File: src/rtl/vdecode_pkg.sv
package vdecode_pkg;

  // one register group at SEW 32, LMUL 1
  localparam int MAX_VL   = 32;
  localparam int OFFSET_W = 6;
  localparam int XLEN     = 32;

  // funct6 of the supported OPI operations
  localparam logic [5:0] FUNCT6_VADD       = 6'b000000;
  localparam logic [5:0] FUNCT6_VSUB       = 6'b000010;
  localparam logic [5:0] FUNCT6_VRGATHER   = 6'b001100;
  localparam logic [5:0] FUNCT6_VSLIDEUP   = 6'b001110;
  localparam logic [5:0] FUNCT6_VSLIDEDOWN = 6'b001111;

  // funct3 operand categories
  localparam logic [2:0] FUNCT3_OPIVV = 3'b000;
  localparam logic [2:0] FUNCT3_OPIVI = 3'b011;
  localparam logic [2:0] FUNCT3_OPIVX = 3'b100;

  typedef logic [OFFSET_W-1:0] offset_t;

  typedef enum logic [2:0] {
    VOP_ADD,
    VOP_SUB,
    VOP_SLIDEUP,
    VOP_SLIDEDOWN,
    VOP_RGATHER,
    VOP_ILLEGAL
  } vop_t;

  typedef enum logic [2:0] {
    OPIVV = FUNCT3_OPIVV,
    OPIVI = FUNCT3_OPIVI,
    OPIVX = FUNCT3_OPIVX
  } operand_t;

  typedef enum logic [1:0] {
    VS2_SRC_NORMAL,
    VS2_SRC_IDX_PLUS_RS1,
    VS2_SRC_IDX_PLUS_UIMM,
    VS2_SRC_RS1
  } vs2_src_t;

  typedef enum logic [1:0] {
    VD_SRC_NORMAL,
    VD_SRC_IDX_PLUS_RS1,
    VD_SRC_IDX_PLUS_UIMM
  } vd_src_t;

endpackage

File: src/rtl/vop_if.sv
`timescale 1ns/1ps

interface vop_if;
  import vdecode_pkg::*;

  vop_t            op;
  vs2_src_t        vs2_src;
  vd_src_t         vd_src;
  logic [4:0]      vs1;
  logic [4:0]      vs2;
  logic [4:0]      vd;
  logic            masked;
  logic [4:0]      uimm;
  logic [XLEN-1:0] imm;
  logic            legal;

  modport decoder (
    output op, vs2_src, vd_src, vs1, vs2, vd, masked, uimm, imm, legal
  );

  modport consumer (
    input op, vs2_src, vd_src, vs1, vs2, vd, masked, uimm, imm, legal
  );

endinterface

File: src/rtl/vop_decoder.sv
`timescale 1ns/1ps

module vop_decoder (
  input logic [31:0] instr,
  vop_if.decoder     dec
);
  import vdecode_pkg::*;

  logic [5:0] funct6;
  logic [4:0] simm5;
  operand_t   cat;
  logic       is_vv;
  logic       is_vx;
  logic       is_vi;

  assign funct6 = instr[31:26];
  assign simm5  = instr[19:15];
  assign cat    = operand_t'(instr[14:12]);
  assign is_vv  = (cat == OPIVV);
  assign is_vx  = (cat == OPIVX);
  assign is_vi  = (cat == OPIVI);

  // register fields sit at fixed positions for all OPI forms
  assign dec.vs2    = instr[24:20];
  assign dec.vs1    = instr[19:15];
  assign dec.vd     = instr[11:7];
  assign dec.uimm   = simm5;
  assign dec.masked = ~instr[25];

  // legality table, kept apart from the op decode below
  assign dec.legal = (funct6 == FUNCT6_VADD && (is_vv || is_vx || is_vi)) ||
                     (funct6 == FUNCT6_VSUB && (is_vv || is_vx)) ||
                     (funct6 == FUNCT6_VSLIDEUP && (is_vx || is_vi)) ||
                     (funct6 == FUNCT6_VSLIDEDOWN && (is_vx || is_vi)) ||
                     (funct6 == FUNCT6_VRGATHER && is_vx);

  always_comb begin
    dec.op = VOP_ILLEGAL;
    case (funct6)
      FUNCT6_VADD:       if (is_vv || is_vx || is_vi) dec.op = VOP_ADD;
      FUNCT6_VSUB:       if (is_vv || is_vx) dec.op = VOP_SUB;
      FUNCT6_VSLIDEUP:   if (is_vx || is_vi) dec.op = VOP_SLIDEUP;
      FUNCT6_VSLIDEDOWN: if (is_vx || is_vi) dec.op = VOP_SLIDEDOWN;
      FUNCT6_VRGATHER:   if (is_vx) dec.op = VOP_RGATHER;
      default:           dec.op = VOP_ILLEGAL;
    endcase
  end

  // offset sources per operation
  always_comb begin
    dec.vs2_src = VS2_SRC_NORMAL;
    dec.vd_src  = VD_SRC_NORMAL;
    case (dec.op)
      VOP_SLIDEDOWN: dec.vs2_src = is_vi ? VS2_SRC_IDX_PLUS_UIMM : VS2_SRC_IDX_PLUS_RS1;
      VOP_SLIDEUP:   dec.vd_src  = is_vi ? VD_SRC_IDX_PLUS_UIMM : VD_SRC_IDX_PLUS_RS1;
      // gather reads one element at xs1
      VOP_RGATHER:   dec.vs2_src = VS2_SRC_RS1;
      default: begin
        dec.vs2_src = VS2_SRC_NORMAL;
        dec.vd_src  = VD_SRC_NORMAL;
      end
    endcase
  end

  // only add.vi sign extends simm5
  assign dec.imm = (dec.op == VOP_ADD && is_vi) ? {{(XLEN-5){simm5[4]}}, simm5} :
                                                  {{(XLEN-5){1'b0}}, simm5};

  // op case and legality table must agree
  always_comb begin
    a_illegal_not_legal: assert (dec.op != VOP_ILLEGAL || !dec.legal)
      else $error("illegal op decoded as legal, instr %h", instr);
  end

endmodule

File: src/rtl/element_counter.sv
`timescale 1ns/1ps

module element_counter (
  input  logic                 CLK,
  input  logic                 nRST,
  input  logic                 start,
  input  logic                 advance,
  input  logic                 clear,
  input  vdecode_pkg::offset_t vstart,
  input  vdecode_pkg::offset_t vl,
  output vdecode_pkg::offset_t idx,
  output logic                 active,
  output logic                 last
);
  import vdecode_pkg::*;

  offset_t idx_q;
  logic    active_q;

  assign idx    = idx_q;
  assign active = active_q;

  // pair at idx, idx+1 is the final one
  // vstart >= vl lands here on the first pair as well
  assign last = ({1'b0, idx_q} + 7'd2) >= {1'b0, vl};

  always_ff @(posedge CLK, negedge nRST) begin
    if (!nRST) begin
      idx_q    <= '0;
      active_q <= 1'b0;
    end else if (clear) begin
      active_q <= 1'b0;
    end else if (start) begin
      idx_q    <= vstart;
      active_q <= 1'b1;
    end else if (advance) begin
      idx_q <= idx_q + offset_t'(2);
      if (last) begin
        active_q <= 1'b0;
      end
    end
  end

  // control only advances a live walk
  a_advance_active: assert property (@(posedge CLK) disable iff (!nRST)
    advance |-> active_q);

  // vl stays within one register group for the whole walk
  a_vl_range: assert property (@(posedge CLK) disable iff (!nRST)
    active_q |-> (vl <= offset_t'(MAX_VL)));

endmodule

File: src/rtl/lane_addr_gen.sv
`timescale 1ns/1ps

module lane_addr_gen (
  vop_if.consumer                    dec,
  input  vdecode_pkg::offset_t       idx,
  input  vdecode_pkg::offset_t       vl,
  input  vdecode_pkg::offset_t       vstart,
  input  logic [vdecode_pkg::XLEN-1:0] xs1,
  input  logic                       mask0,
  input  logic                       mask1,
  output vdecode_pkg::offset_t       vs2_offset0,
  output vdecode_pkg::offset_t       vs2_offset1,
  output vdecode_pkg::offset_t       woffset0,
  output vdecode_pkg::offset_t       woffset1,
  output logic                       wen0,
  output logic                       wen1
);
  import vdecode_pkg::*;

  offset_t xs1_off;
  offset_t uimm_off;
  offset_t idx1;
  logic    run_ok;
  logic    lane0_ok;
  logic    lane1_ok;

  // sums wrap modulo 64, so truncating xs1 first is safe
  assign xs1_off  = xs1[OFFSET_W-1:0];
  assign uimm_off = offset_t'(dec.uimm);
  assign idx1     = idx + offset_t'(1);

  always_comb begin
    case (dec.vs2_src)
      VS2_SRC_IDX_PLUS_RS1: begin
        vs2_offset0 = idx + xs1_off;
        vs2_offset1 = idx1 + xs1_off;
      end
      VS2_SRC_IDX_PLUS_UIMM: begin
        vs2_offset0 = idx + uimm_off;
        vs2_offset1 = idx1 + uimm_off;
      end
      VS2_SRC_RS1: begin
        vs2_offset0 = xs1_off;
        vs2_offset1 = xs1_off;
      end
      default: begin
        vs2_offset0 = idx;
        vs2_offset1 = idx1;
      end
    endcase
  end

  always_comb begin
    case (dec.vd_src)
      VD_SRC_IDX_PLUS_RS1: begin
        woffset0 = idx + xs1_off;
        woffset1 = idx1 + xs1_off;
      end
      VD_SRC_IDX_PLUS_UIMM: begin
        woffset0 = idx + uimm_off;
        woffset1 = idx1 + uimm_off;
      end
      default: begin
        woffset0 = idx;
        woffset1 = idx1;
      end
    endcase
  end

  // lane validity compared one bit wider, no wrap
  assign run_ok   = dec.legal && (vstart < vl);
  assign lane0_ok = {1'b0, idx} < {1'b0, vl};
  assign lane1_ok = ({1'b0, idx} + 7'd1) < {1'b0, vl};

  // v0 bit gates only masked forms
  assign wen0 = run_ok && lane0_ok && (!dec.masked || mask0);
  assign wen1 = run_ok && lane1_ok && (!dec.masked || mask1);

endmodule

File: src/rtl/vdecode_ctrl.sv
`timescale 1ns/1ps

module vdecode_ctrl (
  input  logic CLK,
  input  logic nRST,
  input  logic v_start,
  input  logic stall,
  input  logic flush,
  input  logic v_done,
  input  logic active,
  input  logic last,
  output logic busy,
  output logic start,
  output logic advance,
  output logic clear,
  output logic load
);

  logic busy_q;

  // held from v_start until execute reports done or a flush
  always_ff @(posedge CLK, negedge nRST) begin
    if (!nRST) begin
      busy_q <= 1'b0;
    end else if (v_done || flush) begin
      busy_q <= 1'b0;
    end else if (v_start) begin
      busy_q <= 1'b1;
    end
  end

  // busy already shows in the start cycle
  assign busy = busy_q | v_start;

  assign start   = v_start;
  assign advance = active & ~stall;
  assign clear   = flush;
  // every advancing pair goes into the pipeline register
  assign load    = advance;

  a_no_restart: assert property (@(posedge CLK) disable iff (!nRST)
    busy_q |-> !v_start);

  // the counter stops right after the last pair is taken
  a_last_stops: assert property (@(posedge CLK) disable iff (!nRST)
    (advance && last && !v_start) |=> !active);

endmodule

File: src/rtl/decode_exec_reg.sv
`timescale 1ns/1ps

module decode_exec_reg (
  input  logic                         CLK,
  input  logic                         nRST,
  input  logic                         load,
  input  logic                         clear,
  input  logic                         last,
  vop_if.consumer                      dec,
  input  vdecode_pkg::offset_t         vs2_offset0,
  input  vdecode_pkg::offset_t         vs2_offset1,
  input  vdecode_pkg::offset_t         woffset0,
  input  vdecode_pkg::offset_t         woffset1,
  input  logic                         wen0,
  input  logic                         wen1,
  output logic                         ex_valid,
  output logic                         ex_last,
  output vdecode_pkg::vop_t            ex_op,
  output logic [4:0]                   ex_vd,
  output logic [4:0]                   ex_vs1,
  output logic [4:0]                   ex_vs2,
  output logic [vdecode_pkg::XLEN-1:0] ex_imm,
  output vdecode_pkg::offset_t         ex_vs2_offset0,
  output vdecode_pkg::offset_t         ex_vs2_offset1,
  output vdecode_pkg::offset_t         ex_woffset0,
  output vdecode_pkg::offset_t         ex_woffset1,
  output logic                         ex_wen0,
  output logic                         ex_wen1
);
  import vdecode_pkg::*;

  // valid, last and enables are single cycle strobes
  always_ff @(posedge CLK, negedge nRST) begin
    if (!nRST) begin
      ex_valid <= 1'b0;
      ex_last  <= 1'b0;
      ex_wen0  <= 1'b0;
      ex_wen1  <= 1'b0;
    end else if (clear) begin
      ex_valid <= 1'b0;
      ex_last  <= 1'b0;
      ex_wen0  <= 1'b0;
      ex_wen1  <= 1'b0;
    end else begin
      ex_valid <= load;
      ex_last  <= load & last;
      ex_wen0  <= load & wen0;
      ex_wen1  <= load & wen1;
    end
  end

  // pair payload
  always_ff @(posedge CLK) begin
    if (clear) begin
      ex_op          <= vop_t'(0);
      ex_vd          <= '0;
      ex_vs1         <= '0;
      ex_vs2         <= '0;
      ex_imm         <= '0;
      ex_vs2_offset0 <= '0;
      ex_vs2_offset1 <= '0;
      ex_woffset0    <= '0;
      ex_woffset1    <= '0;
    end else if (load) begin
      ex_op          <= dec.op;
      ex_vd          <= dec.vd;
      ex_vs1         <= dec.vs1;
      ex_vs2         <= dec.vs2;
      ex_imm         <= dec.imm;
      ex_vs2_offset0 <= vs2_offset0;
      ex_vs2_offset1 <= vs2_offset1;
      ex_woffset0    <= woffset0;
      ex_woffset1    <= woffset1;
    end
  end

endmodule

File: src/rtl/vdecode_stage.sv
`timescale 1ns/1ps

module vdecode_stage (
  input  logic                         CLK,
  input  logic                         nRST,
  input  logic                         v_start,
  input  logic [31:0]                  instr,
  input  vdecode_pkg::offset_t         vl,
  input  vdecode_pkg::offset_t         vstart,
  input  logic [vdecode_pkg::XLEN-1:0] xs1,
  input  logic                         mask0,
  input  logic                         mask1,
  input  logic                         stall,
  input  logic                         flush,
  input  logic                         v_done,
  output logic                         busy,
  output logic                         ex_valid,
  output logic                         ex_last,
  output vdecode_pkg::vop_t            ex_op,
  output logic [4:0]                   ex_vd,
  output logic [4:0]                   ex_vs1,
  output logic [4:0]                   ex_vs2,
  output logic [vdecode_pkg::XLEN-1:0] ex_imm,
  output vdecode_pkg::offset_t         ex_vs2_offset0,
  output vdecode_pkg::offset_t         ex_vs2_offset1,
  output vdecode_pkg::offset_t         ex_woffset0,
  output vdecode_pkg::offset_t         ex_woffset1,
  output logic                         ex_wen0,
  output logic                         ex_wen1
);
  import vdecode_pkg::*;

  offset_t idx;
  offset_t vs2_offset0;
  offset_t vs2_offset1;
  offset_t woffset0;
  offset_t woffset1;
  logic    active;
  logic    last;
  logic    start;
  logic    advance;
  logic    clear;
  logic    load;
  logic    wen0;
  logic    wen1;

  vop_if dec_if ();

  vop_decoder i_decoder (
    .instr (instr),
    .dec   (dec_if.decoder)
  );

  element_counter i_counter (
    .CLK     (CLK),
    .nRST    (nRST),
    .start   (start),
    .advance (advance),
    .clear   (clear),
    .vstart  (vstart),
    .vl      (vl),
    .idx     (idx),
    .active  (active),
    .last    (last)
  );

  lane_addr_gen i_addr_gen (
    .dec         (dec_if.consumer),
    .idx         (idx),
    .vl          (vl),
    .vstart      (vstart),
    .xs1         (xs1),
    .mask0       (mask0),
    .mask1       (mask1),
    .vs2_offset0 (vs2_offset0),
    .vs2_offset1 (vs2_offset1),
    .woffset0    (woffset0),
    .woffset1    (woffset1),
    .wen0        (wen0),
    .wen1        (wen1)
  );

  vdecode_ctrl i_ctrl (
    .CLK     (CLK),
    .nRST    (nRST),
    .v_start (v_start),
    .stall   (stall),
    .flush   (flush),
    .v_done  (v_done),
    .active  (active),
    .last    (last),
    .busy    (busy),
    .start   (start),
    .advance (advance),
    .clear   (clear),
    .load    (load)
  );

  decode_exec_reg i_de_reg (
    .CLK            (CLK),
    .nRST           (nRST),
    .load           (load),
    .clear          (clear),
    .last           (last),
    .dec            (dec_if.consumer),
    .vs2_offset0    (vs2_offset0),
    .vs2_offset1    (vs2_offset1),
    .woffset0       (woffset0),
    .woffset1       (woffset1),
    .wen0           (wen0),
    .wen1           (wen1),
    .ex_valid       (ex_valid),
    .ex_last        (ex_last),
    .ex_op          (ex_op),
    .ex_vd          (ex_vd),
    .ex_vs1         (ex_vs1),
    .ex_vs2         (ex_vs2),
    .ex_imm         (ex_imm),
    .ex_vs2_offset0 (ex_vs2_offset0),
    .ex_vs2_offset1 (ex_vs2_offset1),
    .ex_woffset0    (ex_woffset0),
    .ex_woffset1    (ex_woffset1),
    .ex_wen0        (ex_wen0),
    .ex_wen1        (ex_wen1)
  );

endmodule

File: config.mk
export PLATFORM = sky130hd
export DESIGN_NAME = vdecode_stage
export DESIGN_NICKNAME = d
export VERILOG_FILES = /design/src/rtl/vdecode_pkg.sv /design/src/rtl/vop_if.sv /design/src/rtl/vop_decoder.sv /design/src/rtl/element_counter.sv /design/src/rtl/lane_addr_gen.sv /design/src/rtl/vdecode_ctrl.sv /design/src/rtl/decode_exec_reg.sv /design/src/rtl/vdecode_stage.sv
export SDC_FILE = /design/constraint.sdc
export NUM_CORES = 1
export LEC_CHECK = 0
export BUFFER_PORTS_ARGS = -buffer_cell sky130_fd_sc_hd__buf_2
export CORE_AREA = 4 4 102 104
export CTS_CLUSTER_DIAMETER = 150
export CTS_CLUSTER_SIZE = 12
export DETAILED_ROUTE_END_ITERATION = 10
export DIE_AREA = 0 0 106 108
export GPL_ROUTABILITY_DRIVEN = 0
export PLACE_DENSITY = 0.84
export SYNTH_ARGS = -nofsm -noshare
export SYNTH_HDL_FRONTEND = slang
export SYNTH_SLANG_ARGS = --single-unit
export TNS_END_PERCENT = 30
File: constraint.sdc
create_clock -name CLK -period 2.3 [get_ports CLK]
set_input_delay 0.345 -clock CLK [delete_from_list [all_inputs] [get_ports CLK]]
set_output_delay 0.345 -clock CLK [all_outputs]
set_load 0.005 [all_outputs]
==> out/summary.txt <==
Status: finished, violations left
Failing checks: negative setup slack
Inserted Diodes: 0
DRT Pass-1 Iters: 5
Req. time, crit path: 2.54 ns
Area delta synth->final: 29.00%
Netlist Area Pre-Place: 0.004194 mm2
GRT Util Overall: 0.2202
Die Width: 106 um
Max_cap viols: 0
Fin. max-slew vios: 0
Drt via density: 5.776
CTS max path bufs: 2
CTS Sinks: 55
Crit. End Element: flop
Worst rel slew slack: 0.4127
Routed wire length per instance: 17.80 um
Final non-filler cell total: 778
Synth Flop Type: dfxtp_1
Leakage power total: 2.571 nW
Min-Delay Path Class: primary input to flop
Largest family of logic cells by synthesized area: compound AO/OA/AOI/OAI gates
Vias in the first global route: 4245
Final Cell Area: 0.005410 mm2
Hold_ws: 0.1673 ns
CTS Root Cell: clkbuf_8
Clock latency on the worst-skew pair: 0.32 ns
Reg clk slew, reported paths: 0.11 ns
DR vias: 4494
Iteration-0 DRC Markers: 353
Syn nets: 650
Register area share after synthesis: 0.2768
TritonCTS clock tree: built
Congestion Overflow GR: 0
Post-synth ARST share: 0.2182
Adder-cell share of the synthesized area: 0.1504
# rows: 36
Worst-margin pin slew: 0.8777 ns
# nets final: 776
Largest net degree at the start of global routing: 37
Worst path max stage delay: 0.44 ns
Dpl hpwl: 10050 um
Worst clock skew: 0.01214 ns
Startpoint Class: flop
Power per Cell Area: 569.1 mW/mm2
Total Wirelength: 13850 um
Distinct cells, synth: 59
Post-Synth Simple-Gate Area: 0.1811
Die Height: 108 um
CP Max Fanout: 6
I/O Pins: 163
XOR/XNOR Fraction of Synth Area: 0.04803
Area post-placement: 0.004974 mm2
Setup Slack @ Placement: -0.1354 ns
First-pass GRT wire length: 20360 um
FMAX: 0.4292 GHz
Share of cells above drive strength 1: 0.3721
Final hold vios: 0
Core region area: 0.009549 mm2
Crit path max-delay family: compound AO/OA/AOI/OAI gates
Initial core utilization: 0.4392
FF+latch count, synth: 55
IO buf count: 129
CTS Buf Count: 5
Fillers: 870
DRC: 0
Die area: 0.01145 mm2
Master of the slowest instance on the critical path: dfrtp_1
Worst Path Buf+Inv: 1
Routed Antenna Nets: 0
Initial antenna violation count: 0
Commonest non-fill, non-tap cell in the layout: buf_2
RSZ-0062 raised after global routing: yes
H-tree depth: 2
CP arrival: 2.57 ns
Final period util: 1.013
Placed insts: 762
Minimum clock period: 2.330 ns
Synth Warn #: 0
Cell Chain, Critical Path: buf_6 > ha_2 > fa_1 > a21o_1 > a21oi_2 > xnor2_1 > mux2_2 > nand2_1 > a311oi_1
Compound-gate portion of the synthesized area: 0.2381
Peak VDD IR: 0.0003619 V
Syn avg cell area: 8.097 um2
Number of enable flip-flop cells after synthesis: 0
Portion of netlist area occupied by mux cells: 0.01283
Most frequent cells in the layout: buf_2 (129), nand2_1 (62), a21oi_1 (52)
Mapped Cells: 518
Final setup violation count: 3
Setup ws final: -0.02975 ns
Setup Crit Path Kind: flop to flop
-- sequential cells by signal, indices dropped and copies added (netlist names) --
name / flops
i_de_reg.ex_vs2_offset1: 6
i_de_reg.ex_woffset1: 6
i_de_reg.ex_vd: 5
i_counter.active: 1
i_de_reg.ex_last: 1
i_de_reg.ex_op: 3
i_de_reg.ex_valid: 1
i_ctrl.busy_q: 1
i_de_reg.ex_woffset0: 6
i_de_reg.ex_wen0: 1
i_de_reg.ex_vs2: 5
i_de_reg.ex_imm: 6
i_de_reg.ex_vs2_offset0: 6
i_counter.idx: 6
i_de_reg.ex_wen1: 1
-- stage by stage --
stage | power, mW | util | setup TNS [ns]
6_report | 3.079 | 0.5666 | -0.03749
4_1_cts | 2.853 | 0.5377 | -0.02170
2_1_floorplan | 1.819 | - | -0.08897
3_3_place_gp | 2.171 | 0.5208 | -0.08022
5_1_grt | 3.249 | 0.5666 | -0.8455
3_5_place_dp | 2.232 | 0.5208 | -0.5032
-- timing repair --
item                       in CTS  in global routing
pin swaps                       6                 19
setup endpoints to repair       9                 15
hold endpoints to repair       12                  0
gates resized for setup        15                 48
setup buffers                   1                  6
hold buffers                    1                  0
-- cells by family after synthesis --
kind of cell             count (synthesis)
buffers and inverters                   72
flip-flops                              55
AO/OA/AOI/OAI                          162
XOR/XNOR                                23
adder cells (fa/ha/maj)                 48
AND/OR/NAND/NOR                        153
multiplexers                             5
-- layout make-up --
type                            instances  area [um2]  share of cell area
Clock buffer                            5       68.82             0.01272
Sequential cell                        55        1162              0.2148
Timing Repair Buffer                  174       993.5              0.1836
Inverter                               17       68.82             0.01272
Tap cell                              133       166.4             0.03076
Multi-Input combinational cell        391        2928              0.5412
Clock inverter                          3       22.52            0.004163
-- worst paths after layout --
check,slack [ns],start,depth (start not counted),endpoint
setup / recovery,-0.03,i_counter.idx[0],9,i_de_reg.ex_vs2_offset0[4]
hold / removal,0.17,v_done,2,i_ctrl.busy_q
setup reg to reg,-0.03,i_counter.idx[0],9,i_de_reg.ex_vs2_offset0[4]
hold reg to reg,0.46,i_de_reg.ex_op[0],2,i_de_reg.ex_op[0]
max in group asynchronous,1.61,nRST,2,i_counter.idx[2]
min in group asynchronous,0.43,nRST,2,i_counter.idx[3]
-- power by group --
part	total, mW	switching (mW)	internal [mW]	leakage (nW)
registers	1.08	0.0621	1.02	0.506
logic	1.42	0.747	0.673	2.01
clock network	0.580	0.357	0.222	0.0504
total	3.08	1.17	1.91	2.57
-- per-layer routing --
layer | part of all wire | up-vias | global-route usage
met3 | 0.093 | 55 | 0.03761
met4 | 0.039 | 0 | 0.08881
li1 | - | 2067 | -
met2 | 0.49 | 276 | 0.3848
met5 | 0 | - | 0
met1 | 0.38 | 2096 | 0.2704
-- synthesized netlist by cell type, types with 2 or more instances --
master    count  area share
a222oi_1      2      0.0048
a311oi_1      5       0.010
o21ai_0      35       0.042
dfxtp_1      43        0.21
and3_1        5      0.0075
nor2_2        2      0.0030
o21a_1        4      0.0072
a21oi_1      62       0.074
or3_1         2      0.0030
buf_4        31       0.055
fa_1          4       0.019
dfrtp_1      12       0.072
nor4b_1       4      0.0084
xnor2_1      15       0.031
nand2_1      63       0.056
mux2_2        3      0.0081
nand2b_1      4      0.0060
a211oi_1     14       0.025
a21boi_0      2      0.0036
a221oi_1      4      0.0084
a31oi_1       3      0.0045
nor3b_1       5      0.0090
o221ai_1      2      0.0042
nor3_1       15       0.018
nor2_1       31       0.028
clkbuf_1     21       0.019
o21bai_1      3      0.0054
nor2b_1       5      0.0075
nand3_1       5      0.0060
mux2i_1       2      0.0048
a22oi_1       3      0.0054
xor2_1        8       0.017
inv_1        17       0.015
or2_2         2      0.0030
a21o_1       12       0.021
buf_2         2      0.0024
ha_1         44        0.13
No activity file was read; power rests on OpenSTA's default activity.
